==> src/rtl/stripe_pkg.sv <==
package stripe_pkg;

  // geometry of the striped space
  localparam int NUM_SUBS   = 2;
  localparam int ADDR_W     = 8;
  localparam int DATA_W     = 16;
  localparam int STRB_W     = DATA_W / 8;
  localparam int ID_W       = 4;
  localparam int SEL_W      = 1;
  localparam int SUB_ADDR_W = ADDR_W - SEL_W;
  localparam int SUB_DEPTH  = 64;
  // byte-in-word bits sit below the stripe bits
  localparam int BYTE_SEL_W = $clog2(STRB_W);
  localparam int WORD_W     = $clog2(SUB_DEPTH);

  localparam logic [1:0] RESP_OKAY   = 2'b00;
  localparam logic [1:0] RESP_SLVERR = 2'b10;

  typedef logic [ADDR_W-1:0]     axi_addr_t;
  typedef logic [SUB_ADDR_W-1:0] sub_addr_t;
  typedef logic [DATA_W-1:0]     axi_data_t;
  typedef logic [STRB_W-1:0]     axi_strb_t;
  typedef logic [ID_W-1:0]       axi_id_t;
  typedef logic [7:0]            axi_len_t;
  typedef logic [1:0]            axi_resp_t;
  typedef logic [SEL_W-1:0]      sub_sel_t;
  typedef logic [NUM_SUBS-1:0]   sub_mask_t;
  typedef logic [WORD_W-1:0]     sub_word_t;

  typedef struct packed {
    axi_id_t   id;
    axi_addr_t addr;
    axi_len_t  len;
  } aw_req_t;

  typedef struct packed {
    axi_id_t   id;
    sub_addr_t addr;
    axi_len_t  len;
  } sub_aw_t;

  typedef struct packed {
    axi_data_t data;
    axi_strb_t strb;
    logic      last;
  } w_beat_t;

  typedef struct packed {
    axi_id_t   id;
    axi_resp_t resp;
  } b_rsp_t;

  // one record per accepted burst, shared by W routing and B merging
  typedef struct packed {
    sub_sel_t  start_sub;
    sub_mask_t sub_mask;
    axi_id_t   id;
    axi_len_t  len;
  } burst_rec_t;

  typedef enum logic {
    B_COLLECT,
    B_RESPOND
  } b_state_t;

  typedef enum logic [1:0] {
    M_IDLE,
    M_BURST,
    M_RESP
  } mem_state_t;

endpackage

==> src/rtl/stripe_b_merge.sv <==
`timescale 1ns/100ps

module stripe_b_merge (
  input  logic                                         clk,
  input  logic                                         rst_n,
  input  logic                                         rec_valid,
  output logic                                         rec_ready,
  input  stripe_pkg::burst_rec_t                       rec,
  input  stripe_pkg::sub_mask_t                        sub_b_valid,
  output stripe_pkg::sub_mask_t                        sub_b_ready,
  input  stripe_pkg::b_rsp_t [stripe_pkg::NUM_SUBS-1:0] sub_b,
  output logic                                         b_valid,
  input  logic                                         b_ready,
  output stripe_pkg::b_rsp_t                           b
);

  stripe_pkg::burst_rec_t q [2];
  stripe_pkg::burst_rec_t head;
  logic                   wr_ptr;
  logic                   rd_ptr;
  logic [1:0]             count;
  logic [1:0]             count_next;
  logic                   head_valid;
  logic                   push;
  logic                   pop;
  stripe_pkg::b_state_t   state;
  stripe_pkg::sub_mask_t  got;
  stripe_pkg::sub_mask_t  got_next;
  stripe_pkg::sub_mask_t  sub_hs;
  stripe_pkg::axi_resp_t  worst;
  stripe_pkg::axi_resp_t  worst_next;

  assign head       = q[rd_ptr];
  assign head_valid = (count != 2'd0);
  assign push       = rec_valid && rec_ready;
  assign pop        = b_valid && b_ready;
  assign count_next = count + 2'(push) - 2'(pop);

  // only the subs of the head burst that have not answered yet
  assign sub_b_ready = (state == stripe_pkg::B_COLLECT && head_valid) ?
                       (head.sub_mask & ~got) : '0;
  assign sub_hs      = sub_b_valid & sub_b_ready;
  assign got_next    = got | sub_hs;

  always_comb begin
    worst_next = worst;
    for (int j = 0; j < stripe_pkg::NUM_SUBS; j++) begin
      if (sub_hs[j] && sub_b[j].resp > worst_next) begin
        worst_next = sub_b[j].resp;
      end
    end
  end

  assign b_valid = (state == stripe_pkg::B_RESPOND);
  assign b.id    = head.id;
  assign b.resp  = worst;

  always_ff @(posedge clk) begin
    if (push) begin
      q[wr_ptr] <= rec;
    end
  end

  always_ff @(posedge clk) begin
    if (!rst_n) begin
      wr_ptr    <= 1'b0;
      rd_ptr    <= 1'b0;
      count     <= 2'd0;
      rec_ready <= 1'b0;
      state     <= stripe_pkg::B_COLLECT;
      got       <= '0;
      worst     <= stripe_pkg::RESP_OKAY;
    end else begin
      wr_ptr    <= wr_ptr ^ push;
      rd_ptr    <= rd_ptr ^ pop;
      count     <= count_next;
      rec_ready <= (count_next != 2'd2);
      case (state)
        stripe_pkg::B_COLLECT: begin
          got   <= got_next;
          worst <= worst_next;
          if (head_valid && got_next == head.sub_mask) begin
            state <= stripe_pkg::B_RESPOND;
          end
        end
        default: begin
          if (b_ready) begin
            state <= stripe_pkg::B_COLLECT;
            got   <= '0;
            worst <= stripe_pkg::RESP_OKAY;
          end
        end
      endcase
    end
  end

  a_b_rec: assert property (@(posedge clk) disable iff (!rst_n) b_valid |-> head_valid);

  // subs answer in burst order, so every sub B carries the head id
  for (genvar j = 0; j < stripe_pkg::NUM_SUBS; j++) begin : g_chk
    a_b_id: assert property (@(posedge clk) disable iff (!rst_n)
      sub_hs[j] |-> sub_b[j].id == head.id);
  end

endmodule

==> config.mk <==
export PLATFORM = sky130hd
export DESIGN_NAME = stripe_b_merge
export DESIGN_NICKNAME = d
export VERILOG_FILES = /design/src/rtl/stripe_pkg.sv /design/src/rtl/stripe_b_merge.sv
export SDC_FILE = /design/constraint.sdc
export NUM_CORES = 1
export LEC_CHECK = 0
export BUFFER_PORTS_ARGS = -buffer_cell sky130_fd_sc_hd__buf_4
export CORE_UTILIZATION = 47
export DETAILED_ROUTE_END_ITERATION = 10
export GPL_TIMING_DRIVEN = 1
export PLACE_DENSITY = 0.79
export SLEW_MARGIN = 40
export SYNTH_ARGS = -nofsm -noshare
export SYNTH_HDL_FRONTEND = slang
export SYNTH_SLANG_ARGS = --single-unit
export TNS_END_PERCENT = 5
==> constraint.sdc <==
create_clock -name clk -period 3.1 [get_ports clk]
set_input_delay 0.155 -clock clk [delete_from_list [all_inputs] [get_ports clk]]
set_output_delay 0.155 -clock clk [all_outputs]
set_load 0.02 [all_outputs]
==> out/summary.txt <==
vias per cell: 5.16
Core ar.: 2210 um2
PD cells: 520 nW/um2
first-pass GRT wire length: 2930 um
Routed Wire Length: 1730 um
DR iter-0 viols: 7
Startpoint Class: flip-flop
die footprint: 2570 um2
endpoints failing hold: 0
max-cap violations: 0
DR WL/cell: 11.8 um
root buffer cell: clkbuf_4
Worst R2R Start: worst[1]$_SDFFE_PN0P_
worst skew pair latency: 0.31 ns
largest area contributor in the netlist: edfxtp_1
fill cell count: 182
hold path depth: 1
H-Tree Depth: 1
layout cells sized above 1: 30.5%
Clock Power Share: 18.8%
vias in the first global route: 729
# clock sinks: 23
Int Power: 496 uW
crit path capture type: flip-flop
Hold WC Path Type: primary input to flip-flop
RSZ-0062 raised after global routing: no
largest net degree at the start of global routing: 13
Worst-Margin Slew: 0.523 ns
Sw Ratio: 29.1%
Total GRT Usage: 15.4%
post-DP HPWL: 1390 um
Slowest cell on crit path: dfxtp_1
Final Cell Area: 1350 um2
top cells by area, synth: edfxtp_1 32%, dfxtp_1 20%, ha_1 9.0%, nor2b_1 4.5%, mux2_2 4.0%
post-synthesis cell type count: 32
CTS tree: yes
clk_skew: 0.00729 ns
gpl congestion: 0.708
Post-CTS Hold Fix Bufs: 0
Post-synth EDFFs: 12
yosys warns: 0
path depth of the worst reg2reg path: 11
reg2reg end: worst[1]$_SDFFE_PN0P_
most common cell after layout, fill and taps aside: buf_4
Die Ht: 50.7 um
Starting Density: 50.3%
Hold EP: q[1][11]$_DFFE_PP_
ys flop type: edfxtp_1
period utilization: 80.3%
CTS max path bufs: 2
post-cts resize count: 0
Setup Buffers After CTS: 0
maximum vdd ir drop: 0.315 mV
Seq cells post-synth: 23
# diodes: 0
Final nets: 160
WP data arrival: 2.69 ns
Clock Pin Slew Worst Setup and Hold Paths: 0.12 ns
# IOs: 43
Hold Path Origin: rec[11]
Worst R2R Setup Slack: 0.61 ns
input/output buffers: 25
Switch Pwr: 203 uW
placed cell area: 1320 um2
antenna violation net count after detailed routing: 0
final worst path period need: 2.49 ns
WP buf/inv: 1
Area growth, synth to finish: 21.0%
Crit Path Category: flip-flop to flip-flop
ys async rst share: 0%
register share of total power: 53.2%
Die Width: 50.7 um
setup TNS: 0 ns
fmax: 0.402 GHz
Final Setup Violations: 0
initial antenna violation count: 0
post-synthesis sequential area ratio: 52.2%
CP cell instances: inv_1 > ha_1 > nor2b_1 > a2bb2oi_1 > and2_2 > a21oi_1 > ha_1 > nor2b_1 > o2111a_1 > a211oi_1 > o21ai_1
syn_nets: 132
delay-heaviest family, CP: compound AO/OA/AOI/OAI gates
TritonCTS Buffers: 3
most frequent cells in the layout: 25 x buf_4, 12 x edfxtp_1, 11 x dfxtp_1
synthesized area: 1110 um2
row cnt: 17
top cell type's share of synthesized area: 32.4%
WP data required: 3.31 ns
Worst Setup SP: worst[1]$_SDFFE_PN0P_
Slew Viols, Final: 0
status: complete, no violations
power share of the combinational group: 28.0%
gr ovfl total: 0
DRT Pass-1 Iters: 4
Gate Count Post-Synth: 91
syn_area_per_cell: 12.2 um2
Pleak: 0.568 nW
Worst path max stage delay: 0.39 ns
residual DRC count: 0
Vias: 754
Worst Path Max Fanout: 4
Relative slew margins: 65.0%
[sequential cells by signal, summed over array words and instances (netlist names), named ones only]
name	cells
b_valid	1
count	2
got	2
q	12
rd_ptr	1
rec_ready	1
worst	2
wr_ptr	1
[metrics by stage]
stage | hold WS [ns] | total power [mW] | std cells | util, % | setup slack (ns)
after global placement | 0.341 | 0.569 | 142 | 59.7 | 0.697
after CTS | 0.0342 | 0.701 | 146 | 60.9 | 0.617
after global routing | 0.0150 | 0.740 | 146 | 60.9 | 0.376
after floorplan | 0.254 | 0.510 | 91 | - | 0.705
after detailed placement | 0.343 | 0.576 | 142 | 59.7 | 0.650
final | 0.0308 | 0.699 | 146 | 60.9 | 0.612
[synthesized netlist by cell type, drive strengths merged, types with 3 or more instances]
master	n
edfxtp	12
a21oi	3
o21ai	4
dfxtp	11
nor3	4
mux2	4
nand2	3
nor2b	8
ha	8
and2	4
inv	7
a211oi	3
[power groups by stage]
| stage | Combinational (mW) | Sequential, mW | Clock [mW] |
|---|---|---|---|
| finish | 0.196 | 0.372 | 0.132 |
| global route | 0.219 | 0.376 | 0.145 |
| CTS | 0.197 | 0.372 | 0.132 |
| detailed placement | 0.197 | 0.379 | 0 |
| global placement | 0.191 | 0.378 | 0 |
| floorplan | 0.129 | 0.381 | 0 |
[how the worst max path moves through the flow]
stage                       endpoint  slack [ns]  cells after the start
6_report       worst[1]$_SDFFE_PN0P_        0.61                     11
5_1_grt        worst[1]$_SDFFE_PN0P_        0.38                     11
4_1_cts        worst[1]$_SDFFE_PN0P_        0.62                     11
3_5_place_dp   worst[1]$_SDFFE_PN0P_        0.65                     11
3_3_place_gp   worst[1]$_SDFFE_PN0P_        0.70                     11
2_1_floorplan  worst[0]$_SDFFE_PN0P_        0.70                     11
[cell type report]
class                      count  area (um2)  share of cell area [%]
timing repair buffer          25         188                    13.9
inverter                       7        26.3                    1.95
tap                           28        35.0                    2.60
clock buffer                   4        26.3                    1.95
sequential                    23         581                    43.1
multi-input combinational     59         490                    36.4
[cells by family after synthesis]
logic type,after synthesis,share of synthesized area [%]
DFF,23,52.2
and+or+nand+nor,22,13.2
AOI/OAI and AO/OA,20,12.6
buffers and inverters,9,3.71
adders and majority gates,8,9.00
muxes,6,6.97
xor gates and xnor gates,3,2.36
[layer usage]
metal	part of all wire (%)	GRT usage, %	wire length, um	vias to the layer above
li1	-	-	-	383
met1	44	18.7	755	355
met2	51	26.0	875	14
met3	4.8	3.94	83	2
met4	0.58	5.56	10	0
met5	0	0	0	-
No activity file was read; power rests on OpenSTA's default activity.
