$ cat src/rtl/stripe_pkg.sv
package stripe_pkg;

  // geometry of the striped space
  localparam int NUM_SUBS   = 2;
  localparam int ADDR_W     = 8;
  localparam int DATA_W     = 16;
  localparam int STRB_W     = DATA_W / 8;
  localparam int ID_W       = 4;
  localparam int SEL_W      = 1;
  localparam int SUB_ADDR_W = ADDR_W - SEL_W;
  localparam int SUB_DEPTH  = 64;
  // byte-in-word bits sit below the stripe bits
  localparam int BYTE_SEL_W = $clog2(STRB_W);
  localparam int WORD_W     = $clog2(SUB_DEPTH);

  localparam logic [1:0] RESP_OKAY   = 2'b00;
  localparam logic [1:0] RESP_SLVERR = 2'b10;

  typedef logic [ADDR_W-1:0]     axi_addr_t;
  typedef logic [SUB_ADDR_W-1:0] sub_addr_t;
  typedef logic [DATA_W-1:0]     axi_data_t;
  typedef logic [STRB_W-1:0]     axi_strb_t;
  typedef logic [ID_W-1:0]       axi_id_t;
  typedef logic [7:0]            axi_len_t;
  typedef logic [1:0]            axi_resp_t;
  typedef logic [SEL_W-1:0]      sub_sel_t;
  typedef logic [NUM_SUBS-1:0]   sub_mask_t;
  typedef logic [WORD_W-1:0]     sub_word_t;

  typedef struct packed {
    axi_id_t   id;
    axi_addr_t addr;
    axi_len_t  len;
  } aw_req_t;

  typedef struct packed {
    axi_id_t   id;
    sub_addr_t addr;
    axi_len_t  len;
  } sub_aw_t;

  typedef struct packed {
    axi_data_t data;
    axi_strb_t strb;
    logic      last;
  } w_beat_t;

  typedef struct packed {
    axi_id_t   id;
    axi_resp_t resp;
  } b_rsp_t;

  // one record per accepted burst, shared by W routing and B merging
  typedef struct packed {
    sub_sel_t  start_sub;
    sub_mask_t sub_mask;
    axi_id_t   id;
    axi_len_t  len;
  } burst_rec_t;

  typedef enum logic {
    B_COLLECT,
    B_RESPOND
  } b_state_t;

  typedef enum logic [1:0] {
    M_IDLE,
    M_BURST,
    M_RESP
  } mem_state_t;

endpackage

$ cat src/rtl/axi_wr_mem.sv
`timescale 1ns/100ps

module axi_wr_mem (
  input  logic                  clk,
  input  logic                  rst_n,
  input  logic                  aw_valid,
  output logic                  aw_ready,
  input  stripe_pkg::sub_aw_t   aw,
  input  logic                  w_valid,
  output logic                  w_ready,
  input  stripe_pkg::w_beat_t   w,
  output logic                  b_valid,
  input  logic                  b_ready,
  output stripe_pkg::b_rsp_t    b,
  input  logic                  rd_en,
  input  stripe_pkg::sub_word_t rd_word,
  output stripe_pkg::axi_data_t rd_data
);

  stripe_pkg::axi_data_t        mem [stripe_pkg::SUB_DEPTH];
  stripe_pkg::mem_state_t       state;
  // extra top bit flags a burst that ran past the last word
  logic [stripe_pkg::WORD_W:0]  word;
  stripe_pkg::axi_id_t          id_q;
  logic                         err;
  logic                         w_hs;

  assign aw_ready = (state == stripe_pkg::M_IDLE);
  assign w_ready  = (state == stripe_pkg::M_BURST);
  assign b_valid  = (state == stripe_pkg::M_RESP);
  assign w_hs     = w_valid && w_ready;

  assign b.id   = id_q;
  assign b.resp = err ? stripe_pkg::RESP_SLVERR : stripe_pkg::RESP_OKAY;

  always_ff @(posedge clk) begin
    if (!rst_n) begin
      state <= stripe_pkg::M_IDLE;
    end else begin
      case (state)
        stripe_pkg::M_IDLE: begin
          if (aw_valid) begin
            state <= stripe_pkg::M_BURST;
          end
        end
        stripe_pkg::M_BURST: begin
          if (w_hs && w.last) begin
            state <= stripe_pkg::M_RESP;
          end
        end
        default: begin
          if (b_ready) begin
            state <= stripe_pkg::M_IDLE;
          end
        end
      endcase
    end
  end

  // burst pointer, saturating once out of range
  always_ff @(posedge clk) begin
    if (aw_valid && aw_ready) begin
      word <= {1'b0, aw.addr[stripe_pkg::SUB_ADDR_W-1:stripe_pkg::BYTE_SEL_W]};
      id_q <= aw.id;
      err  <= 1'b0;
    end else if (w_hs) begin
      if (word[stripe_pkg::WORD_W]) begin
        err <= 1'b1;
      end else begin
        word <= word + 1'b1;
      end
    end
  end

  // excess beats are taken but never written
  always_ff @(posedge clk) begin
    if (w_hs && !word[stripe_pkg::WORD_W]) begin
      for (int i = 0; i < stripe_pkg::STRB_W; i++) begin
        if (w.strb[i]) begin
          mem[word[stripe_pkg::WORD_W-1:0]][i*8 +: 8] <= w.data[i*8 +: 8];
        end
      end
    end
    if (rd_en) begin
      rd_data <= mem[rd_word];
    end
  end

endmodule

$ cat config.mk
export PLATFORM = sky130hd
export DESIGN_NAME = axi_wr_mem
export DESIGN_NICKNAME = d
export VERILOG_FILES = /design/src/rtl/stripe_pkg.sv /design/src/rtl/axi_wr_mem.sv
export SDC_FILE = /design/constraint.sdc
export NUM_CORES = 1
export LEC_CHECK = 0
export BUFFER_PORTS_ARGS = -buffer_cell sky130_fd_sc_hd__clkbuf_2
export CAP_MARGIN = 10
export CORE_MARGIN = 8
export CORE_UTILIZATION = 45
export CTS_CLUSTER_DIAMETER = 80
export DETAILED_ROUTE_END_ITERATION = 16
export PLACE_DENSITY = 0.71
export SETUP_SLACK_MARGIN = 0.4
export SKIP_LAST_GASP = 1
export SYNTH_ARGS = -nofsm -noshare
export SYNTH_HDL_FRONTEND = slang
export SYNTH_SLANG_ARGS = --single-unit
export TNS_END_PERCENT = 10
$ cat constraint.sdc
create_clock -name clk -period 5.8 [get_ports clk]
set_input_delay 1.16 -clock clk [delete_from_list [all_inputs] [get_ports clk]]
set_output_delay 1.16 -clock clk [all_outputs]
set_load 0.02 [all_outputs]
==> flow_metrics.py <==
metrics = {
    "status": {
        "run_status": "completed",
    },
    "pwr": {
        "swShare_pct": 21.5,
        "ir_drop_mv": 0.225,
        "power.share.clock_pct": 41.2,
        "p_sw_uw": 3390,
        "p_leak_uw": 0.0143,
        "finalPower_uw": 15800,
        "internal_power_uw": 12400,
        "power_density_mw_per_mm2": 343,
        "seqPwrFrac_pct": 53.5,
        "p_comb_share_pct": 5.3,
    },
    "logic_synthesis": {
        "synth.most_common_cell": "edfxtp_1",
        "synth_top_area_cell": "edfxtp_1",
        "netlist_instances": 1952,
        "synthArstFlopShare_pct": 0,
        "syn-cell-area_mm2": 0.0410,
        "synth_commonest_cells": "edfxtp_1, mux4_2, nor2_1, nand2_1, clkbuf_1",
        "synth_fp_nets": 2003,
        "synth_edf_count": 1050,
        "synth-seq-cells": 1054,
        "ys_warn_count": 0,
        "synthDistinctLibCells": 46,
        "yosys-top-cells-area": "edfxtp_1, mux4_2, nor2_1",
        "netlist.area_leader.share_pct": 76.8,
        "avgSynthCellArea_um2": 21.0,
        "ys.flop_type": "edfxtp_1",
        "synth-seq-area-share_pct": 77.0,
    },
    "setup_path": {
        "worst-r2r-cell-count": 4,
        "worstPathMaxFanout": 8,
        "critPathKind": "in2reg",
        "r2r_start": "state[0]",
        "endpoint_kind": "flip-flop",
        "r2r_end": "mem[50][3]",
        "worstSetupStartpointType": "input pin",
        "reg2reg_setup_slack_ns": 2.12,
        "required_ns": 6.10,
        "cp_data_arrival_time_ns": 4.13,
    },
    "timing": {
        "setup_viol": 0,
        "clock_skew_ns": 0.0531,
        "max_freq_mhz": 261,
        "tns_ns": 0,
        "rsz0062_at_grt": "false",
        "layout_min_cycle_time_ns": 3.83,
        "drv_slew": 0,
        "maxSlewHeadroom_pct": 17.5,
        "finalHoldViolations": 0,
        "tightest_slew_ns": 1.23,
        "post-route-period-util_pct": 66.1,
    },
    "hold_path": {
        "holdPathStages": 2,
        "min_to": "err",
        "worstHoldStart": "err",
        "min_path_type": "reg2reg",
    },
    "detailed_routing": {
        "ant_nets": 0,
        "viasPerCell": 5.93,
        "vias": 19600,
        "drc": 0,
        "drt-wirelength-per-cell_um": 27.3,
        "first_pass_iters": 5,
        "wl_um": 90200,
        "drt-initial-drc-count": 2519,
    },
    "finish": {
        "syn_to_final_growth_pct": 12.1,
        "nFillCells": 6817,
        "seqCellArea_mm2": 0.0316,
        "multi_input_area_mm2": 0.00880,
        "drive_gt1_share_pct": 24.1,
        "layout.nets": 2092,
    },
    "clock_network": {
        "cts_tree": "built",
        "clock_latency_ns": 0.68,
        "ctsResizeCount": 0,
        "postCtsSetupBuffers": 0,
        "clk_pin_slew_ns": 0.06,
        "htree_num_levels": 3,
        "clock-sinks": 1054,
        "clock_path_buffers": 3,
        "cts-buffers-inserted": 105,
        "clock-root-buffer": "clkbuf_16",
        "cts_hold_buffers": 0,
    },
    "floorplan": {
        "ios": 75,
        "die_x_um": 318,
        "rows": 110,
        "core_mm2": 0.0901,
        "start_util_pct": 45.5,
        "fp.dieArea_mm2": 0.101,
        "die_h_um": 318,
    },
    "grt": {
        "antenna_found_initial": 12,
        "gr-total-overflow": 0,
        "grt_pass1_wl_um": 134000,
        "grt_use_total_pct": 17.5,
        "grt_pass1_vias": 20000,
        "grt_max_degree": 68,
    },
    "job": {
        "drv_cap": 0,
    },
    "place": {
        "dp_hpwl_um": 54500,
        "portBuffers": 64,
        "place.gp.congestion": 0.871,
    },
}
-- area by class of cell --
class	instances	share of cell area, %
clock buffer	132	5.98
tap	1176	3.20
clock inverter	60	1.21
antenna	4	0.0218
timing repair buffer	105	1.72
sequential	1054	68.7
multi-input combinational	772	19.1
inverter	3	0.0245
-- cell usage in the layout, fill, tap and decap left out, drive strengths merged, types with 3 or more instances in the layout --
master,synthesis,layout
a32o,14,14
nand3b,5,5
mux2i,44,44
clkinv,1,44
and2,3,3
a22o,3,3
o21ai,22,22
a21oi,3,3
a22oi,14,14
clkinvlp,0,4
nor2b,20,20
nand3,22,22
buf,70,44
bufinv,0,7
a211oi,14,14
nand2,93,93
diode,0,4
dfxtp,4,4
nand2b,8,8
nand4,3,3
inv,2,8
mux4,256,256
nor4,16,16
a41o,14,14
nor3,12,12
o22ai,21,21
edfxtp,1050,1050
xnor2,4,4
nor2,133,133
or2,27,27
clkbuf,53,193
-- critical path, cell delays in order --
cell and delay, ns:
clkbuf_2 0.11, nand2_1 0.11, nor3_1 0.69, nand4_1 1.03
nor2_1 1.02
-- through the flow --
stage / area [µm²] / utilization, % / setup slack (ns) / cells / hold slack, ns
final: 46000 / 51.0 / 1.97 / 3306 / 0.544
after global routing: 46000 / 51.0 / 1.97 / 3302 / 0.574
after CTS: 45900 / 51.0 / 2.12 / 3299 / 0.547
after detailed placement: 42600 / 47.3 / 1.41 / 3107 / 0.532
after global placement: 42600 / 47.3 / 1.43 / 3107 / 0.524
after floorplan: 41000 / - / 2.65 / 1952 / 0.475
-- sequential cells by signal (all words and copies together) (netlist names) --
register / flops
word: 7
id_q: 4
err: 1
state: 2
rd_data: 16
mem: 1024
-- kinds of logic (layout without fill, tap and decap cells) --
group | Yosys count | in the layout | synth area share, %
AOI/OAI and AO/OA | 113 | 113 | 2.05
xor gates and xnor gates | 4 | 4 | 0.0853
adders and majority gates | 1 | 1 | 0.0305
buffers and inverters | 126 | 300 | 1.62
DFF | 1054 | 1054 | 77.0
muxes | 302 | 302 | 15.3
other | 1 | 5 | 0.00914
and+or+nand+nor | 351 | 351 | 3.91
-- worst max-delay path by stage --
stage	start	to	cells after the start
2_1_floorplan	rd_word[0]	rd_data[0]	8
6_report	w_valid	mem[50][3]	5
3_5_place_dp	w_valid	mem[50][3]	5
5_1_grt	w_valid	mem[2][6]	5
4_1_cts	w_valid	mem[2][6]	5
3_3_place_gp	w_valid	mem[50][3]	5
-- metal layers --
layer / routed length, µm / up-vias / track usage (%)
met5: 63 / - / 0
met4: 2520 / 10 / 5.05
met3: 9400 / 178 / 5.49
met2: 41900 / 924 / 26.9
met1: 36400 / 10200 / 24.2
li1: - / 8262 / -
-- power groups by stage --
| stage | clock [µW] | combinational (µW) | sequential (µW) |
|---|---|---|---|
| after CTS | 6590 | 827 | 8450 |
| after global routing | 6880 | 880 | 8450 |
| final | 6500 | 832 | 8450 |
| after detailed placement | 0 | 823 | 8610 |
| after global placement | 0 | 800 | 8600 |
| after floorplan | 0 | 467 | 8600 |
No activity file was read; power rests on OpenSTA's default activity.
