--- config.mk ---
export PLATFORM = sky130hd
export DESIGN_NAME = stripe_rd_port
export DESIGN_NICKNAME = d
export VERILOG_FILES = /design/src/rtl/stripe_pkg.sv /design/src/rtl/stripe_rd_port.sv
export SDC_FILE = /design/constraint.sdc
export NUM_CORES = 1
export LEC_CHECK = 0
export ABC_AREA = 1
export BUFFER_PORTS_ARGS = -buffer_cell sky130_fd_sc_hd__buf_2
export CORE_UTILIZATION = 22
export DETAILED_ROUTE_END_ITERATION = 10
export PLACE_DENSITY = 0.74
export SYNTH_ARGS = -nofsm -noshare
export SYNTH_HDL_FRONTEND = slang
export SYNTH_SLANG_ARGS = --single-unit
--- constraint.sdc ---
create_clock -name clk -period 0.8 [get_ports clk]
set_input_delay 0 -clock clk [delete_from_list [all_inputs] [get_ports clk]]
set_output_delay 0 -clock clk [all_outputs]
set_load 0.05 [all_outputs]
--- src/rtl/stripe_pkg.sv ---
package stripe_pkg;

  // geometry of the striped space
  localparam int NUM_SUBS   = 2;
  localparam int ADDR_W     = 8;
  localparam int DATA_W     = 16;
  localparam int STRB_W     = DATA_W / 8;
  localparam int ID_W       = 4;
  localparam int SEL_W      = 1;
  localparam int SUB_ADDR_W = ADDR_W - SEL_W;
  localparam int SUB_DEPTH  = 64;
  // byte-in-word bits sit below the stripe bits
  localparam int BYTE_SEL_W = $clog2(STRB_W);
  localparam int WORD_W     = $clog2(SUB_DEPTH);

  localparam logic [1:0] RESP_OKAY   = 2'b00;
  localparam logic [1:0] RESP_SLVERR = 2'b10;

  typedef logic [ADDR_W-1:0]     axi_addr_t;
  typedef logic [SUB_ADDR_W-1:0] sub_addr_t;
  typedef logic [DATA_W-1:0]     axi_data_t;
  typedef logic [STRB_W-1:0]     axi_strb_t;
  typedef logic [ID_W-1:0]       axi_id_t;
  typedef logic [7:0]            axi_len_t;
  typedef logic [1:0]            axi_resp_t;
  typedef logic [SEL_W-1:0]      sub_sel_t;
  typedef logic [NUM_SUBS-1:0]   sub_mask_t;
  typedef logic [WORD_W-1:0]     sub_word_t;

  typedef struct packed {
    axi_id_t   id;
    axi_addr_t addr;
    axi_len_t  len;
  } aw_req_t;

  typedef struct packed {
    axi_id_t   id;
    sub_addr_t addr;
    axi_len_t  len;
  } sub_aw_t;

  typedef struct packed {
    axi_data_t data;
    axi_strb_t strb;
    logic      last;
  } w_beat_t;

  typedef struct packed {
    axi_id_t   id;
    axi_resp_t resp;
  } b_rsp_t;

  // one record per accepted burst, shared by W routing and B merging
  typedef struct packed {
    sub_sel_t  start_sub;
    sub_mask_t sub_mask;
    axi_id_t   id;
    axi_len_t  len;
  } burst_rec_t;

  typedef enum logic {
    B_COLLECT,
    B_RESPOND
  } b_state_t;

  typedef enum logic [1:0] {
    M_IDLE,
    M_BURST,
    M_RESP
  } mem_state_t;

endpackage

--- src/rtl/stripe_rd_port.sv ---
`timescale 1ns/100ps

module stripe_rd_port (
  input  logic                                            clk,
  input  logic                                            rst_n,
  input  logic                                            rd_en,
  input  stripe_pkg::axi_addr_t                           rd_addr,
  output logic                                            rd_valid,
  output stripe_pkg::axi_data_t                           rd_data,
  output stripe_pkg::sub_mask_t                           sub_rd_en,
  output stripe_pkg::sub_word_t                           sub_rd_word,
  input  stripe_pkg::axi_data_t [stripe_pkg::NUM_SUBS-1:0] sub_rd_data
);

  stripe_pkg::sub_sel_t sel;
  stripe_pkg::sub_sel_t sel_q;

  // same map as the write side: stripe bits pick the sub, the rest the word
  assign sel         = rd_addr[stripe_pkg::BYTE_SEL_W +: stripe_pkg::SEL_W];
  assign sub_rd_word = rd_addr[stripe_pkg::ADDR_W-1:stripe_pkg::BYTE_SEL_W+stripe_pkg::SEL_W];
  assign sub_rd_en   = rd_en ? (stripe_pkg::sub_mask_t'(1) << sel) : '0;

  always_ff @(posedge clk) begin
    if (rd_en) begin
      sel_q <= sel;
    end
  end

  always_ff @(posedge clk) begin
    if (!rst_n) begin
      rd_valid <= 1'b0;
    end else begin
      rd_valid <= rd_en;
    end
  end

  assign rd_data = sub_rd_data[sel_q];

endmodule

==> results_dict.tcl, run 1 <==
set metrics [dict create \
    status "finished with violations" \
    violations "negative setup slack" \
    hold_viol_final 0 \
    power.total_w 0.00140 \
    crit_fanout 4 \
    grt_pass1_vias 594 \
    multi_input_area_um2 412 \
    grt_first_pass_wirelength_um 2260 \
    cts_tree "done" \
    syn_inst 66 \
    die_w_um 42.5 \
    h-tree-depth 1 \
    drc_errors 0 \
    syn_area_um2 362 \
    finalNetCount 167 \
    num_vias 620 \
    worst_pin_slew_ns 0.247 \
    synth_cell_types 10 \
    setup_violations 16 \
    synth_nets 109 \
    min_from "rd_addr[6]" \
    cts_buffer_depth 2 \
    nFillCells 120 \
    register_area_um2 50.0 \
    n_antenna_cell 0 \
    yosysMostFrequentCell "nand2_1" \
    min_path_type "in -> out" \
    synth_edf_count 1 \
    gp_congestion 0.655 \
    detail-route-antenna-nets 0 \
    yosys_most_used_dff "edfxtp_1" \
    async_flop_share 0 \
    grt_overflow 0 \
    synth_top_area_frac 0.467 \
    clk_pin_slew_worst_paths_ns 0.04 \
    yosys_warnings 0 \
    drv_cap 0 \
    cp.arrival_ns 1.18 \
    cp-start-kind "flip-flop" \
    fin_crit_sh 1.47 \
    ys_ff_latch 2 \
    start_util 0.237 \
    wl_per_cell_um 10.3 \
    rsz0062_at_grt "true" \
    grtUsageTotal 0.162 \
    place_area_um2 727 \
    synth_compound_area_frac 0 \
    synth-simple-area-share 0.564 \
    drive_above_1_share 0.821 \
    antenna_found_initial 0 \
    synth_xor_area_frac 0 \
    std_cell_rows 14 \
    avgSynthCellArea_um2 5.48 \
    synthTopCellsByArea "nand2_1 47%, buf_4 12%, nand2_2 8.7%" \
    netlist_top_cells_count "45 x nand2_1, 6 x buf_4, 5 x nand2_2, 3 x inv_1, 2 x buf_6" \
    crit_type "reg -> out" \
    synth_fa_ha_area_frac 0 \
    fin_area_mm2 0.00105 \
    coreArea_mm2 0.00152 \
    hpwl_um 979 \
    io_pins 68 \
    clockRootBuffer "clkbuf_4" \
    fin_ws_ns -0.380 \
    area_growth_pct 190 \
    fmax_mhz 848 \
    clkSinkCount 2 \
    cp.required_ns 0.80 \
    dp_slack_ns -0.299 \
    leakage_nw 0.597 \
    end_kind "primary output" \
    portBuffers 54 \
    slew_viol_final 0 \
    endpoint "rd_data[3]" \
    numCtsBuffers 3 \
    dieArea_mm2 0.00181 \
    drt_first_pass_iters 3 \
    yosys.area.top_type "nand2_1" \
    cellPowerDensity_mw_per_mm2 1340 \
    irDropWorstVdd_uv 1010 \
    slew_headroom 0.837 \
    avgViaCountPerCell 4.46 \
    crit_start "sel_q" \
    synthMuxAreaShare 0 \
    grt_max_degree 9 \
    synth_top_family_by_area "simple AND/OR/NAND/NOR gates" \
    fp.dieH_um 42.5 \
    drt_iter0_markers 3 \
    drt-total-wl_um 1430 \
    yosysSeqAreaShare 0.138 \
    period_minus_slack_ns 1.18 \
]
## worst min-delay path by stage
stage / end / cells past startpoint
global placement: sub_rd_word[1] / 0
detailed placement: sub_rd_word[1] / 0
floorplan: rd_valid / 2
CTS: sub_rd_word[1] / 0
global route: sub_rd_word[3] / 0
finish: sub_rd_word[4] / 0
## layout by cell type (no fill, tap or decap), drive strengths merged
cell,instances
dfxtp,1
clkbuf,5
edfxtp,1
nor2,1
nand2,50
inv,5
dlygate4sd3,3
buf,57
## metrics by stage
stage                     setup TNS, ns  hold WS (ns)  cells  utilization
final                             -5.85     0.0000220    139        0.688
after global routing              -6.63     0.0000765    139        0.688
after CTS                         -6.05      0.000399    139        0.681
after detailed placement          -4.39      0.000399    130        0.477
after global placement            -3.79      0.000399    130        0.477
after floorplan                  -0.939        0.0935     66            -
## kinds of logic (layout without fill, tap and decap cells)
kind of cell	count (synthesis)	count (layout)
flops	2	2
simple gates	51	51
buf+inv	13	70
## what timing repair did
item                       in CTS  in global routing
hold endpoints to repair        3                  0
resized for setup              71                  4
setup endpoints to repair      16                 17
gates cloned                    1                  0
hold buffers                    3                  0
buffers inserted                1                  0
pin swaps                       2                  0
## routing by layer
metal / wire length [um] / vias up / part of all wire / GRT usage
li1: - / 302 / - / -
met1: 445 / 275 / 0.31 / 0.153
met2: 807 / 41 / 0.57 / 0.326
met3: 152 / 2 / 0.11 / 0.0259
met4: 19 / 0 / 0.013 / 0.0750
met5: 0 / - / 0 / 0
## sequential cells by signal, summed over array words and instances (netlist names)
name,count
rd_valid,1
sel_q,1
## final cells by class
| type | count | share of cell area |
|---|---|---|
| clock buffers | 4 | 0.0251 |
| inverters | 4 | 0.0191 |
| multi-input cells | 51 | 0.393 |
| flip-flops and latches | 2 | 0.0477 |
| well taps | 16 | 0.0191 |
| repair buffers | 61 | 0.488 |
| repair inverters | 1 | 0.00835 |
## report_power, final
group          switching, W  internal [W]
Combinational      0.000597      0.000426
Sequential       0.00000301      0.000116
Clock             0.0000760      0.000186
## worst max-delay path, stage by stage (launching register included)
cell      delay, ns
edfxtp_1       0.39
buf_6          0.16
buf_8          0.14
nand2_4        0.06
nand2_4        0.05
buf_8          0.14
(Power assumes the default switching activity.)
==> run 2, diff against run 1 <==
Settings changed: MAX_ROUTING_LAYER from default to met4, TNS_END_PERCENT from default to 50.
==> results_dict.tcl, run 2 (same netlist as run 1, synthesis figures left out) <==
set metrics [dict create \
    avgViaCountPerCell 4.44 \
    fin_ws_ns -0.436 \
    detail-route-antenna-nets 0 \
    power_frac_comb 0.726 \
    switching_share 0.487 \
    cp-start-kind "flip-flop" \
    die_w_um 42.5 \
    numCtsBuffers 3 \
    drt_iter0_markers 5 \
    register_area_um2 50.0 \
    drt_first_pass_iters 4 \
    drv_cap 0 \
    num_vias 621 \
    grt_pass1_vias 671 \
    cts_buffer_depth 2 \
    crit_buf_inv 3 \
    clk_pin_slew_worst_paths_ns 0.04 \
    hold_viol_final 0 \
    dieArea_mm2 0.00181 \
    crit_fanout 5 \
    multi_input_area_um2 374 \
    fmax_mhz 809 \
    io_pins 68 \
    n_antenna_cell 0 \
    cp.required_ns 0.80 \
    area_growth_pct 175 \
    cpMaxStageDelayCell "edfxtp_1" \
    reg_top3 "rd_valid x1, sel_q x1" \
    leakage_nw 0.572 \
    fin_crit_sh 1.54 \
    cp.arrival_ns 1.24 \
    std_cell_rows 14 \
    drt-total-wl_um 1660 \
    grtUsageTotal 0.219 \
    final_cell_mix "38 x buf_2, 22 x nand2_2, 17 x nand2_4" \
    fin_tns_setup_ns -6.41 \
    cpLargestDelayFamily "buffers and inverters" \
    irDropWorstVdd_uv 944 \
    gp_congestion 0.692 \
    end_kind "primary output" \
    period_minus_slack_ns 1.24 \
    fp.dieH_um 42.5 \
    coreArea_mm2 0.00152 \
    start_util 0.237 \
    h-tree-depth 1 \
    status "finished with violations" \
    clkSinkCount 2 \
    violations "negative setup slack" \
    power_frac_clock 0.186 \
    drc_errors 0 \
    antenna_found_initial 0 \
    p_int_w 0.000697 \
    clockRootBuffer "clkbuf_4" \
    slew_viol_final 0 \
    switching_power_w 0.000662 \
    drive_above_1_share 0.839 \
    final_common_cell "buf_2" \
    setup_violations 16 \
    cp_slowest_stage_delay_ns 0.43 \
    cp_cell_sequence "buf_4 > buf_6 > nand2_2 > nand2_4 > buf_6" \
    min_path_type "in -> out" \
    cellPowerDensity_mw_per_mm2 1370 \
    crit_top_cell "buf_6" \
    nFillCells 137 \
    finalNetCount 168 \
    slew_headroom 0.832 \
    grt_overflow 0 \
    rsz0062_at_grt "true" \
    finish.utilization 0.653 \
    worst_pin_slew_ns 0.254 \
    portBuffers 54 \
    hpwl_um 1000 \
    crit_type "reg -> out" \
    pwr-share-seq 0.089 \
    grt_max_degree 9 \
    grt_first_pass_wirelength_um 2880 \
    wl_per_cell_um 11.9 \
    cts_tree "done" \
    worst_hold_slack_ns 0.0000407 \
]
==> run 2: cell types whose count changed in the layout (fill, tap and decap cells not counted) <==
cell,change
inv_6,-1
buf_8,-7
nand2_2,+9
dlygate4sd3_1,-1
buf_2,+1
clkinv_8,+1
buf_6,+7
buf_4,+2
nand2_4,-8
nand2_1,-1
clkbuf_4,-1
==> run 2: path summary, 6_finish.rpt <==
path | endpoint | depth (start not counted) | slack (ns) | from
worst min-delay path | sub_rd_word[5] | 0 | 0.00004 | rd_addr[7]
worst max-delay path | rd_data[11] | 5 | -0.44 | sel_q
==> run 2: final cells by class <==
type	count	area share
repair buffers	62	0.491
multi-input cells	51	0.376
flip-flops and latches	2	0.0503
inverters	4	0.0277
clock buffers	4	0.0264
well taps	16	0.0201
repair inverters	1	0.00881
==> run 2: routing by layer <==
metal / global-route usage / up-vias / share of wire
li1: - / 304 / -
met1: 0.203 / 262 / 0.34
met3: 0.0733 / 8 / 0.090
met5: - / - / 0
met2: 0.391 / 47 / 0.54
met4: 0.119 / 0 / 0.029
==> run 2: repair_timing <==
action / CTS / global route
setup buffers: 3 / 0
gates resized for setup: 63 / 7
pin swaps: 2 / 1
endpoints found under the setup margin: 16 / 16
gates cloned: 2 / 0
hold buffers: 2 / 0
endpoints found under the hold margin: 2 / 0
==> run 2: per-stage QoR <==
stage / instances / area [um2] / total power (W) / setup WS, ns
2_1_floorplan: 66 / 464 / 0.000745 / -0.0983
3_3_place_gp: 129 / 682 / 0.000817 / -0.230
3_5_place_dp: 129 / 682 / 0.000826 / -0.255
4_1_cts: 140 / 962 / 0.00133 / -0.420
5_1_grt: 140 / 995 / 0.00143 / -0.506
6_report: 140 / 995 / 0.00136 / -0.436
==> run 2: power groups by stage <==
stage	clock [W]	sequential (W)	combinational (W)
after global routing	0.000276	0.000122	0.00103
after global placement	0	0.000124	0.000694
final	0.000252	0.000121	0.000986
after detailed placement	0	0.000124	0.000702
after floorplan	0	0.000129	0.000616
after CTS	0.000265	0.000120	0.000950
