**config.mk**
```make
export PLATFORM = sky130hd
export DESIGN_NAME = stripe_w_route
export DESIGN_NICKNAME = d
export VERILOG_FILES = /design/src/rtl/stripe_pkg.sv /design/src/rtl/stripe_w_route.sv
export SDC_FILE = /design/constraint.sdc
export NUM_CORES = 1
export LEC_CHECK = 0
export ABC_AREA = 1
export BUFFER_PORTS_ARGS = -buffer_cell sky130_fd_sc_hd__buf_2
export CAP_MARGIN = 20
export CORE_MARGIN = 3
export CORE_UTILIZATION = 53
export DETAILED_ROUTE_END_ITERATION = 8
export PLACE_DENSITY = 0.87
export SETUP_SLACK_MARGIN = 0.05
export SLEW_MARGIN = 5
export SYNTH_ARGS = -nofsm -noshare
export SYNTH_HDL_FRONTEND = slang
export SYNTH_SLANG_ARGS = --single-unit
```
**constraint.sdc**
```tcl
create_clock -name clk -period 3.55 [get_ports clk]
set_input_delay 0.1775 -clock clk [delete_from_list [all_inputs] [get_ports clk]]
set_output_delay 0.1775 -clock clk [all_outputs]
set_load 0.01 [all_outputs]
```
**src/rtl/stripe_pkg.sv**
```systemverilog
package stripe_pkg;

  // geometry of the striped space
  localparam int NUM_SUBS   = 2;
  localparam int ADDR_W     = 8;
  localparam int DATA_W     = 16;
  localparam int STRB_W     = DATA_W / 8;
  localparam int ID_W       = 4;
  localparam int SEL_W      = 1;
  localparam int SUB_ADDR_W = ADDR_W - SEL_W;
  localparam int SUB_DEPTH  = 64;
  // byte-in-word bits sit below the stripe bits
  localparam int BYTE_SEL_W = $clog2(STRB_W);
  localparam int WORD_W     = $clog2(SUB_DEPTH);

  localparam logic [1:0] RESP_OKAY   = 2'b00;
  localparam logic [1:0] RESP_SLVERR = 2'b10;

  typedef logic [ADDR_W-1:0]     axi_addr_t;
  typedef logic [SUB_ADDR_W-1:0] sub_addr_t;
  typedef logic [DATA_W-1:0]     axi_data_t;
  typedef logic [STRB_W-1:0]     axi_strb_t;
  typedef logic [ID_W-1:0]       axi_id_t;
  typedef logic [7:0]            axi_len_t;
  typedef logic [1:0]            axi_resp_t;
  typedef logic [SEL_W-1:0]      sub_sel_t;
  typedef logic [NUM_SUBS-1:0]   sub_mask_t;
  typedef logic [WORD_W-1:0]     sub_word_t;

  typedef struct packed {
    axi_id_t   id;
    axi_addr_t addr;
    axi_len_t  len;
  } aw_req_t;

  typedef struct packed {
    axi_id_t   id;
    sub_addr_t addr;
    axi_len_t  len;
  } sub_aw_t;

  typedef struct packed {
    axi_data_t data;
    axi_strb_t strb;
    logic      last;
  } w_beat_t;

  typedef struct packed {
    axi_id_t   id;
    axi_resp_t resp;
  } b_rsp_t;

  // one record per accepted burst, shared by W routing and B merging
  typedef struct packed {
    sub_sel_t  start_sub;
    sub_mask_t sub_mask;
    axi_id_t   id;
    axi_len_t  len;
  } burst_rec_t;

  typedef enum logic {
    B_COLLECT,
    B_RESPOND
  } b_state_t;

  typedef enum logic [1:0] {
    M_IDLE,
    M_BURST,
    M_RESP
  } mem_state_t;

endpackage

```
**src/rtl/stripe_w_route.sv**
```systemverilog
`timescale 1ns/100ps

module stripe_w_route (
  input  logic                                          clk,
  input  logic                                          rst_n,
  input  logic                                          rec_valid,
  output logic                                          rec_ready,
  input  stripe_pkg::burst_rec_t                        rec,
  input  logic                                          w_valid,
  output logic                                          w_ready,
  input  stripe_pkg::w_beat_t                           w,
  output stripe_pkg::sub_mask_t                         sub_w_valid,
  input  stripe_pkg::sub_mask_t                         sub_w_ready,
  output stripe_pkg::w_beat_t [stripe_pkg::NUM_SUBS-1:0] sub_w
);

  stripe_pkg::burst_rec_t q [2];
  stripe_pkg::burst_rec_t head;
  logic                   wr_ptr;
  logic                   rd_ptr;
  logic [1:0]             count;
  logic [1:0]             count_next;
  logic                   head_valid;
  logic                   push;
  logic                   pop;
  logic                   w_hs;
  logic                   sub_last;
  stripe_pkg::sub_sel_t   off;
  stripe_pkg::sub_sel_t   cur;
  stripe_pkg::axi_len_t   beat_cnt;

  assign head       = q[rd_ptr];
  assign head_valid = (count != 2'd0);
  assign push       = rec_valid && rec_ready;

  // beat k of the burst lands on (start_sub + k) mod NUM_SUBS
  assign cur = stripe_pkg::sub_sel_t'((int'(head.start_sub) + int'(off)) % stripe_pkg::NUM_SUBS);
  // no later beat of this burst returns to the same sub
  assign sub_last = (int'(beat_cnt) + stripe_pkg::NUM_SUBS) > int'(head.len);

  assign w_ready    = head_valid && sub_w_ready[cur];
  assign w_hs       = w_valid && w_ready;
  assign pop        = w_hs && w.last;
  assign count_next = count + 2'(push) - 2'(pop);

  always_comb begin
    sub_w_valid = '0;
    if (head_valid && w_valid) begin
      sub_w_valid[cur] = 1'b1;
    end
    for (int j = 0; j < stripe_pkg::NUM_SUBS; j++) begin
      sub_w[j].data = w.data;
      sub_w[j].strb = w.strb;
      sub_w[j].last = sub_last;
    end
  end

  always_ff @(posedge clk) begin
    if (push) begin
      q[wr_ptr] <= rec;
    end
  end

  always_ff @(posedge clk) begin
    if (!rst_n) begin
      wr_ptr    <= 1'b0;
      rd_ptr    <= 1'b0;
      count     <= 2'd0;
      rec_ready <= 1'b0;
      off       <= '0;
      beat_cnt  <= '0;
    end else begin
      wr_ptr    <= wr_ptr ^ push;
      rd_ptr    <= rd_ptr ^ pop;
      count     <= count_next;
      rec_ready <= (count_next != 2'd2);
      if (pop) begin
        off      <= '0;
        beat_cnt <= '0;
      end else if (w_hs) begin
        off      <= (off == stripe_pkg::sub_sel_t'(stripe_pkg::NUM_SUBS - 1)) ? '0 : off + 1'b1;
        beat_cnt <= beat_cnt + 1'b1;
      end
    end
  end

  // upstream wlast has to agree with the awlen of the queued burst
  a_w_rec: assert property (@(posedge clk) disable iff (!rst_n)
    w_valid && w_ready |-> head_valid && (w.last == (beat_cnt == head.len)));

endmodule

```
==> qor.txt, run 1 <==
==================================================================================
Clk_lat worst skew                                                         0.29 ns
Share of the yosys chip area belonging to registers                          40.0%
Final wirelength                                                           3030 um
Clock sink total                                                                33
Kind of end point of the critical path                                primary output
Floorplan die area                                                      4760 sq um
Layout area overhead                                                        -2.26%
Clock-pin slew on the worst setup and hold paths                           0.07 ns
Total count of max-transition violations in the final report                     0
Final period util                                                            67.8%
Internal power contribution                                               0.733 mW
Number of maximum-capacitance violations                                         0
Number of hold-slack violations in the final timing report                       0
Run status                                                            finished clean
Number of instances in the synthesized netlist                                 226
Clock share of power                                                         33.7%
Crit path required time                                                    3.37 ns
Max Clock Freq                                                             415 MHz
Post-Synthesis Cell Area                                                2100 sq um
Flop pwr share                                                               46.2%
Wire length of the first global-routing pass                               5300 um
Per-cell routed wire length                                                11.6 um
Endpoints failing setup                                                          0
Final net count                                                                267
Combined global-route utilization of all metal layers                        13.7%
RSZ-0062 raised after global routing                                         false
Site Rows                                                                       22
Lkg Pwr                                                                   0.877 nW
Number of warnings reported in the yosys synthesis log                           0
Number of flops mapped to enable cells by yosys                                 18
Final worst clock skew                                                  0.00729 ns
Resize count post-CTS                                                            0
Vias per cell                                                                 5.05
Post-route setup TNS                                                          0 ns
Vias after detailed routing                                                   1323
Fraction of power spent switching nets                                       28.0%
Switching component of the power                                          0.285 mW
Synthesized Nets                                                               280
Cell at the root of the clock tree                                    sky130_fd_sc_hd__clkbuf_8
Maximum vdd drop                                                          0.385 mV
Antenna violations before repair                                                 0
Comb pwr share                                                               20.1%
Length of the first detailed-routing pass in iterations                          4
Chip height                                                                69.0 um
Pwr dens                                                               495 nW/um^2
Final weighted congestion in routability-driven placement                    0.751
Number of nets with antenna violations after detailed routing                    0
Number of inserted filler cells in the final layout                            332
Flops & latches, synth                                                          33
Horizontal extent of the die                                               69.0 um
Hold_ws                                                                  0.0663 ns
Core Box Area                                                           3740 sq um
Most common cell after layout, fill and taps aside                    sky130_fd_sc_hd__nand2_1
Worst min-delay path category                                         input pin to flip-flop
Setup bufs post-CTS                                                              0
Time the worst path needs with I/O delays and setup                        2.41 ns
Most instantiated flip-flop cell in the synthesis netlist             sky130_fd_sc_hd__edfxtp_1
Number of placed I/O pins                                                       82
Share of final-layout standard cells stronger than drive strength 1          19.2%
Buffer levels on the longest clock path                                          2
Maximum fanout along the worst path                                              6
Count of distinct cell types in the synthesized netlist                         24
CTS tree                                                                       yes
Number of remaining DRC errors                                                   0
Startpoint class of the critical path                                    flip-flop
Post-synthesis async set-or-reset flop share                                    0%
Headroom to the max-slew limit                                               71.3%
Largest net degree at the start of global routing                               14
Number of antenna repair diodes                                                  0
Most frequent cells in the layout                                     sky130_fd_sc_hd__nand2_1, sky130_fd_sc_hd__inv_1, sky130_fd_sc_hd__buf_2
Number of clock buffers inserted by TritonCTS                                    5
Measured slew at the worst slew-check pin                                 0.431 ns
Buffers added on ports                                                          21
Setup CP Type                                                         flip-flop to primary output
Global route total overflow                                                      0
Iteration-0 DRC Markers                                                         41
Initial core utilization                                                     56.2%
Mean area per synthesized cell                                          9.31 sq um
Via count of the first global-routing pass                                    1254
Final HPWL DP                                                              2200 um
Total of hold buffers inserted after clock tree synthesis                        0
Count of H-tree levels built during CTS                                          2
Arrival time reported for the critical path endpoint                       2.23 ns
==================================================================================
==> power groups by stage <==
stage	Combinational, mW	Sequential [mW]	Clock [mW]
final	0.205	0.470	0.342
after detailed placement	0.205	0.478	0
after CTS	0.206	0.470	0.348
after global placement	0.199	0.476	0
after global routing	0.236	0.475	0.362
after floorplan	0.206	0.477	0
==> layout make-up <==
type,instances,area (sq um),share of cell area [%]
Clock buffer,6,72.6,3.53
Clock inverter,2,33.8,1.64
Inverter,23,86.3,4.20
Multi-Input combinational cell,128,851,41.4
Sequential cell,33,841,40.9
Tap cell,48,60.1,2.92
Timing Repair Buffer,22,113,5.47
==> critical path, cell delays in order, from the launching register on <==
cell,delay [ns]
sky130_fd_sc_hd__dfxtp_1,0.47
sky130_fd_sc_hd__nand2_1,0.11
sky130_fd_sc_hd__nor2_1,0.16
sky130_fd_sc_hd__xor2_1,0.11
sky130_fd_sc_hd__ha_1,0.33
sky130_fd_sc_hd__nand2_1,0.08
sky130_fd_sc_hd__o21a_1,0.20
sky130_fd_sc_hd__nor2_1,0.12
sky130_fd_sc_hd__nor2_1,0.05
sky130_fd_sc_hd__a21oi_1,0.15
sky130_fd_sc_hd__buf_2,0.16
==> path summary, 6_finish.rpt <==
| path | from | end | slack, ns | depth (start not counted) |
|---|---|---|---|---|
| worst max-delay path | beat_cnt[3] | sub_w[19] | 1.14 | 10 |
| worst min-delay path | rec[3] | q[1][3] | 0.07 | 1 |
| worst max register to register | flip-flop | rec_ready | 1.38 | 13 |
| worst min register to register | beat_cnt[7] | beat_cnt[7] | 0.49 | 2 |
==> sequential cells by signal, summed over array words and instances, names as in the netlist, named ones only <==
register and flops:
off 1, count 2, wr_ptr 1, rec_ready 1
beat_cnt 8, rd_ptr 1, q 18
==> logic make-up (layout without fill, tap and decap cells) <==
logic type,after synthesis,in the layout,synth area share (%)
XOR/XNOR,13,13,5.41
multiplexers,7,7,3.33
adder cells (fa/ha/maj),14,14,8.32
buffers and inverters,65,53,19.6
AND/OR/NAND/NOR,74,74,18.4
AO/OA/AOI/OAI,20,20,4.99
flip-flops,33,33,40.0
==> synth_stat cells (2+ instances only) <==
library cell	n	area [sq um]
sky130_fd_sc_hd__a21oi_1	15	75.1
sky130_fd_sc_hd__buf_4	38	285
sky130_fd_sc_hd__dfxtp_1	15	300
sky130_fd_sc_hd__edfxtp_1	18	541
sky130_fd_sc_hd__ha_1	14	175
sky130_fd_sc_hd__inv_1	23	86.3
sky130_fd_sc_hd__mux2i_1	7	70.1
sky130_fd_sc_hd__nand2_1	33	124
sky130_fd_sc_hd__nand2_2	2	12.5
sky130_fd_sc_hd__nand2_4	3	33.8
sky130_fd_sc_hd__nand3_1	10	50.1
sky130_fd_sc_hd__nand3_2	7	70.1
sky130_fd_sc_hd__nand4_1	4	25.0
sky130_fd_sc_hd__nor2_1	13	48.8
sky130_fd_sc_hd__o21a_1	2	15.0
sky130_fd_sc_hd__o21ai_0	3	15.0
sky130_fd_sc_hd__xnor2_1	5	43.8
sky130_fd_sc_hd__xor2_1	8	70.1
==> through the flow <==
step	cells	util (%)	worst slack [ns]	instance area [sq um]	power (mW)
2_1_floorplan	226	-	1.68	2100	0.683
3_3_place_gp	254	52.1	1.43	1950	0.676
3_5_place_dp	254	52.1	1.40	1950	0.683
4_1_cts	262	54.9	1.17	2060	1.02
5_1_grt	262	54.9	0.964	2060	1.07
6_report	262	54.9	1.14	2060	1.02
==> metal layers <==
layer  track usage [%]  vias up  part of all wire, %
met5                 0        -                    0
met4              7.38        0                  2.2
met3              4.96       10                  6.4
met2              22.6       28                   47
met1              15.3      608                   44
li1                  -      677                    -
No activity file was read; power rests on OpenSTA's default activity.
==> run 2: changes to the inputs <==
--- a/config.mk
+++ b/config.mk
@@ -9,9 +9,9 @@
 export BUFFER_PORTS_ARGS = -buffer_cell sky130_fd_sc_hd__buf_2
 export CAP_MARGIN = 20
 export CORE_MARGIN = 3
-export CORE_UTILIZATION = 53
+export CORE_UTILIZATION = 44
 export DETAILED_ROUTE_END_ITERATION = 8
-export PLACE_DENSITY = 0.87
+export PLACE_DENSITY = 0.77
 export SETUP_SLACK_MARGIN = 0.05
 export SLEW_MARGIN = 5
 export SYNTH_ARGS = -nofsm -noshare
==> constraint.sdc (replaced) <==
create_clock -name clk -period 2.1 [get_ports clk]
set_input_delay 0.105 -clock clk [delete_from_list [all_inputs] [get_ports clk]]
set_output_delay 0.105 -clock clk [all_outputs]
set_load 0.01 [all_outputs]
==> qor.txt, run 2 (synthesis gave the netlist of run 1 again) <==
==================================================================================
Kind of end point of the critical path                                primary output
Buffer levels on the longest clock path                                          2   unchanged
Cell Count, Final, Fillers Out                                                 288   +9.9%
Pwr dens                                                               760 nW/um^2   +54%
Worst Setup Slack post-DPL                                               0.0828 ns   -1.32 ns
Core utilization of the finished layout                                      53.1%   -1.8 points
Combined global-route utilization of all metal layers                        14.6%   +0.95 points
Time the worst path needs with I/O delays and setup                        2.20 ns
Number of clock buffers inserted by TritonCTS                                    5   unchanged
Count of H-tree levels built during CTS                                          2   unchanged
Worst Slack Setup Final                                                  -0.104 ns   -1.25 ns
Multi-input combinational cell area                                      942 sq um   +11%
Number of nets with antenna violations after detailed routing                    0   unchanged
Slowest cell on crit path                                             sky130_fd_sc_hd__dfxtp_4
Iteration-0 DRC Markers                                                         64   +56%
Post-route setup TNS                                                     -0.208 ns   -0.208 ns
Number of inserted filler cells in the final layout                            344   +3.6%
Layout area overhead                                                         12.9%
Violated checks                                                       negative hold slack, negative setup slack
Vias per cell                                                                 5.08   +0.67%
Clock sink total                                                                33   unchanged
Number of antenna repair diodes                                                  0   unchanged
Dominant cell type by count on the critical path                      sky130_fd_sc_hd__nor2_1
Depth of the worst register-to-register path                                    12   -1
Hold_ws                                                               -0.000632 ns   -0.0669 ns
Horizontal extent of the die                                               75.2 um   +8.9%
Cell at the root of the clock tree                                    sky130_fd_sc_hd__clkbuf_8
CTS tree                                                                       yes
Per-cell routed wire length                                                13.7 um   +18%
Clock-pin slew on the worst setup and hold paths                           0.07 ns   about the same
Global route total overflow                                                      0   unchanged
Site Rows                                                                       24   +9.1%
Maximum fanout along the worst path                                              3   -3
Buffers added on ports                                                          21   unchanged
Most frequent cells in the layout                                     sky130_fd_sc_hd__nand2_1, sky130_fd_sc_hd__inv_1, sky130_fd_sc_hd__buf_2
Measured slew at the worst slew-check pin                                 0.443 ns   +0.0122 ns
Maximum vdd drop                                                          0.761 mV   +98%
RSZ-0062 raised after global routing                                          true
Capture point of the worst path                                          sub_w[19]
Wire length of the first global-routing pass                               6160 um   +16%
Max FFs per register                                                            18   unchanged
Share of final-layout standard cells stronger than drive strength 1          33.9%   +15 points
Final weighted congestion in routability-driven placement                    0.807   +7.5%
Floorplan die area                                                      5650 sq um   +19%
Setup CP Type                                                         flip-flop to primary output
Final period util                                                             105%
Number of maximum-capacitance violations                                         0   unchanged
Post-Place Cells                                                               261   +2.8%
Worst min-delay path category                                         input pin to flip-flop
Crit path required time                                                    2.00 ns   -1.37 ns
Worst-case register-to-register setup slack                                0.23 ns   -1.15 ns
Worst path max stage delay                                                 0.39 ns   -0.08 ns
Core Box Area                                                           4470 sq um   +20%
Arrival time reported for the critical path endpoint                       2.10 ns   -0.13 ns
Most common cell after layout, fill and taps aside                    sky130_fd_sc_hd__nand2_1
Clk_lat worst skew                                                         0.30 ns   about the same
Final worst clock skew                                                  0.00615 ns   -0.00114 ns
Number of remaining DRC errors                                                   0   unchanged
Chip height                                                                75.2 um   +8.9%
Headroom to the max-slew limit                                               70.5%   -0.78 points
Combined flip-flop and latch cell area                                   865 sq um   +2.8%
Number of placed I/O pins                                                       82   unchanged
Startpoint class of the critical path                                    flip-flop
Endpoints failing setup                                                          2   +2
Via count of the first global-routing pass                                    1491   +19%
Total count of max-transition violations in the final report                     0   unchanged
Largest net degree at the start of global routing                               13   -1
Largest registers                                                     q (18), beat_cnt (8), count (2)
Length of the first detailed-routing pass in iterations                          4   unchanged
Reg with most FFs                                                                q
Destination of the worst register-to-register timing path                rec_ready
Final HPWL DP                                                              2300 um   +4.6%
Final net count                                                                289   +8.2%
Initial core utilization                                                     47.0%   -9.2 points
Worst setup path start                                                 beat_cnt[4]
Critical-path cell list                                               nand2_4 > nor2_4 > nand2_2 > xor2_1 > ha_1 > nand4_1 > nor2_1 > nor2_1 > a21oi_2 > buf_2
Max Clock Freq                                                             454 MHz
Vias after detailed routing                                                   1464   +11%
Final wirelength                                                           3940 um   +30%
Number of hold-slack violations in the final timing report                       2   +2
Run status                                                            complete, but fails checks
Lkg Pwr                                                                    1.05 nW   +20%
Antenna violations before repair                                                 0   unchanged
==================================================================================
[run 2: cell types whose count changed in the layout (fill, tap and decap cells not counted), moves of 2 or more]
cell                            previous run  this run
sky130_fd_sc_hd__buf_4                     1        15
sky130_fd_sc_hd__dfxtp_1                  15         8
sky130_fd_sc_hd__dfxtp_4                   0         6
sky130_fd_sc_hd__dlygate4sd3_1             0         7
sky130_fd_sc_hd__inv_1                    23        21
sky130_fd_sc_hd__inv_2                     0         2
sky130_fd_sc_hd__nand2_1                  33        29
sky130_fd_sc_hd__nand2_4                   3         6
sky130_fd_sc_hd__nor2_1                   13         9
sky130_fd_sc_hd__nor2_4                    0         4
[run 2: cell type report]
| cell class | count | area share [%] |
|---|---|---|
| clock inverter | 3 | 1.95 |
| multi-input combinational | 128 | 39.7 |
| sequential | 33 | 36.4 |
| inverter | 23 | 3.63 |
| tap | 52 | 2.74 |
| timing repair buffer | 44 | 12.7 |
| clock buffer | 5 | 2.90 |
[run 2: how the worst min path moves through the flow]
stage / from / to / slack, ns / cells after the start
6_report: rec[5] / q[1][5] / -0.0006 / 1
5_1_grt: rec[14] / q[0][14] / 0.005 / 1
4_1_cts: rec[14] / q[0][14] / 0.002 / 1
3_5_place_dp: w[5] / sub_w[24] / 0.21 / 0
3_3_place_gp: w[5] / sub_w[24] / 0.21 / 0
2_1_floorplan: rec[0] / q[0][0] / 0.20 / 0
[run 2: what timing repair did]
action                                  in CTS  in global routing
gates resized for setup                     26                 13
hold buffers                                 6                  1
pin swaps                                   14                 14
hold endpoints to repair                    12                  2
endpoints found under the setup margin       2                  4
buffers inserted                            10                  2
[run 2: worst max-delay path, delay by kind of cell (launching register included)]
family	cells	cell delay (ns)
and+or+nand+nor	6	0.64
DFF	1	0.39
adders and majority gates	1	0.32
xor gates and xnor gates	1	0.15
AOI/OAI and AO/OA	1	0.15
buffers and inverters	1	0.15
[run 2: metal layers]
layer / GRT usage (%) / part of all wire, % / vias up
li1: - / - / 723
met1: 14.2 / 36 / 678
met2: 26.3 / 53 / 45
met3: 5.07 / 6.8 / 18
met4: 9.13 / 4.3 / 0
met5: 0 / 0 / -
[run 2: report_power, final]
| part | internal [mW] | leakage, nW | total, mW | switching, mW |
|---|---|---|---|---|
| combinational | 0.163 | 0.703 | 0.399 | 0.236 |
| clock | 0.355 | 0.0543 | 0.616 | 0.261 |
| sequential | 0.755 | 0.293 | 0.791 | 0.0366 |
[run 2: stage by stage]
step           instance area (sq um)  power [mW]  hold slack (ns)
2_1_floorplan                   2100        1.15            0.204
3_3_place_gp                    1980        1.16            0.210
3_5_place_dp                    1980        1.17            0.210
4_1_cts                         2290        1.79          0.00171
5_1_grt                         2380        1.89          0.00544
6_report                        2380        1.81        -0.000632
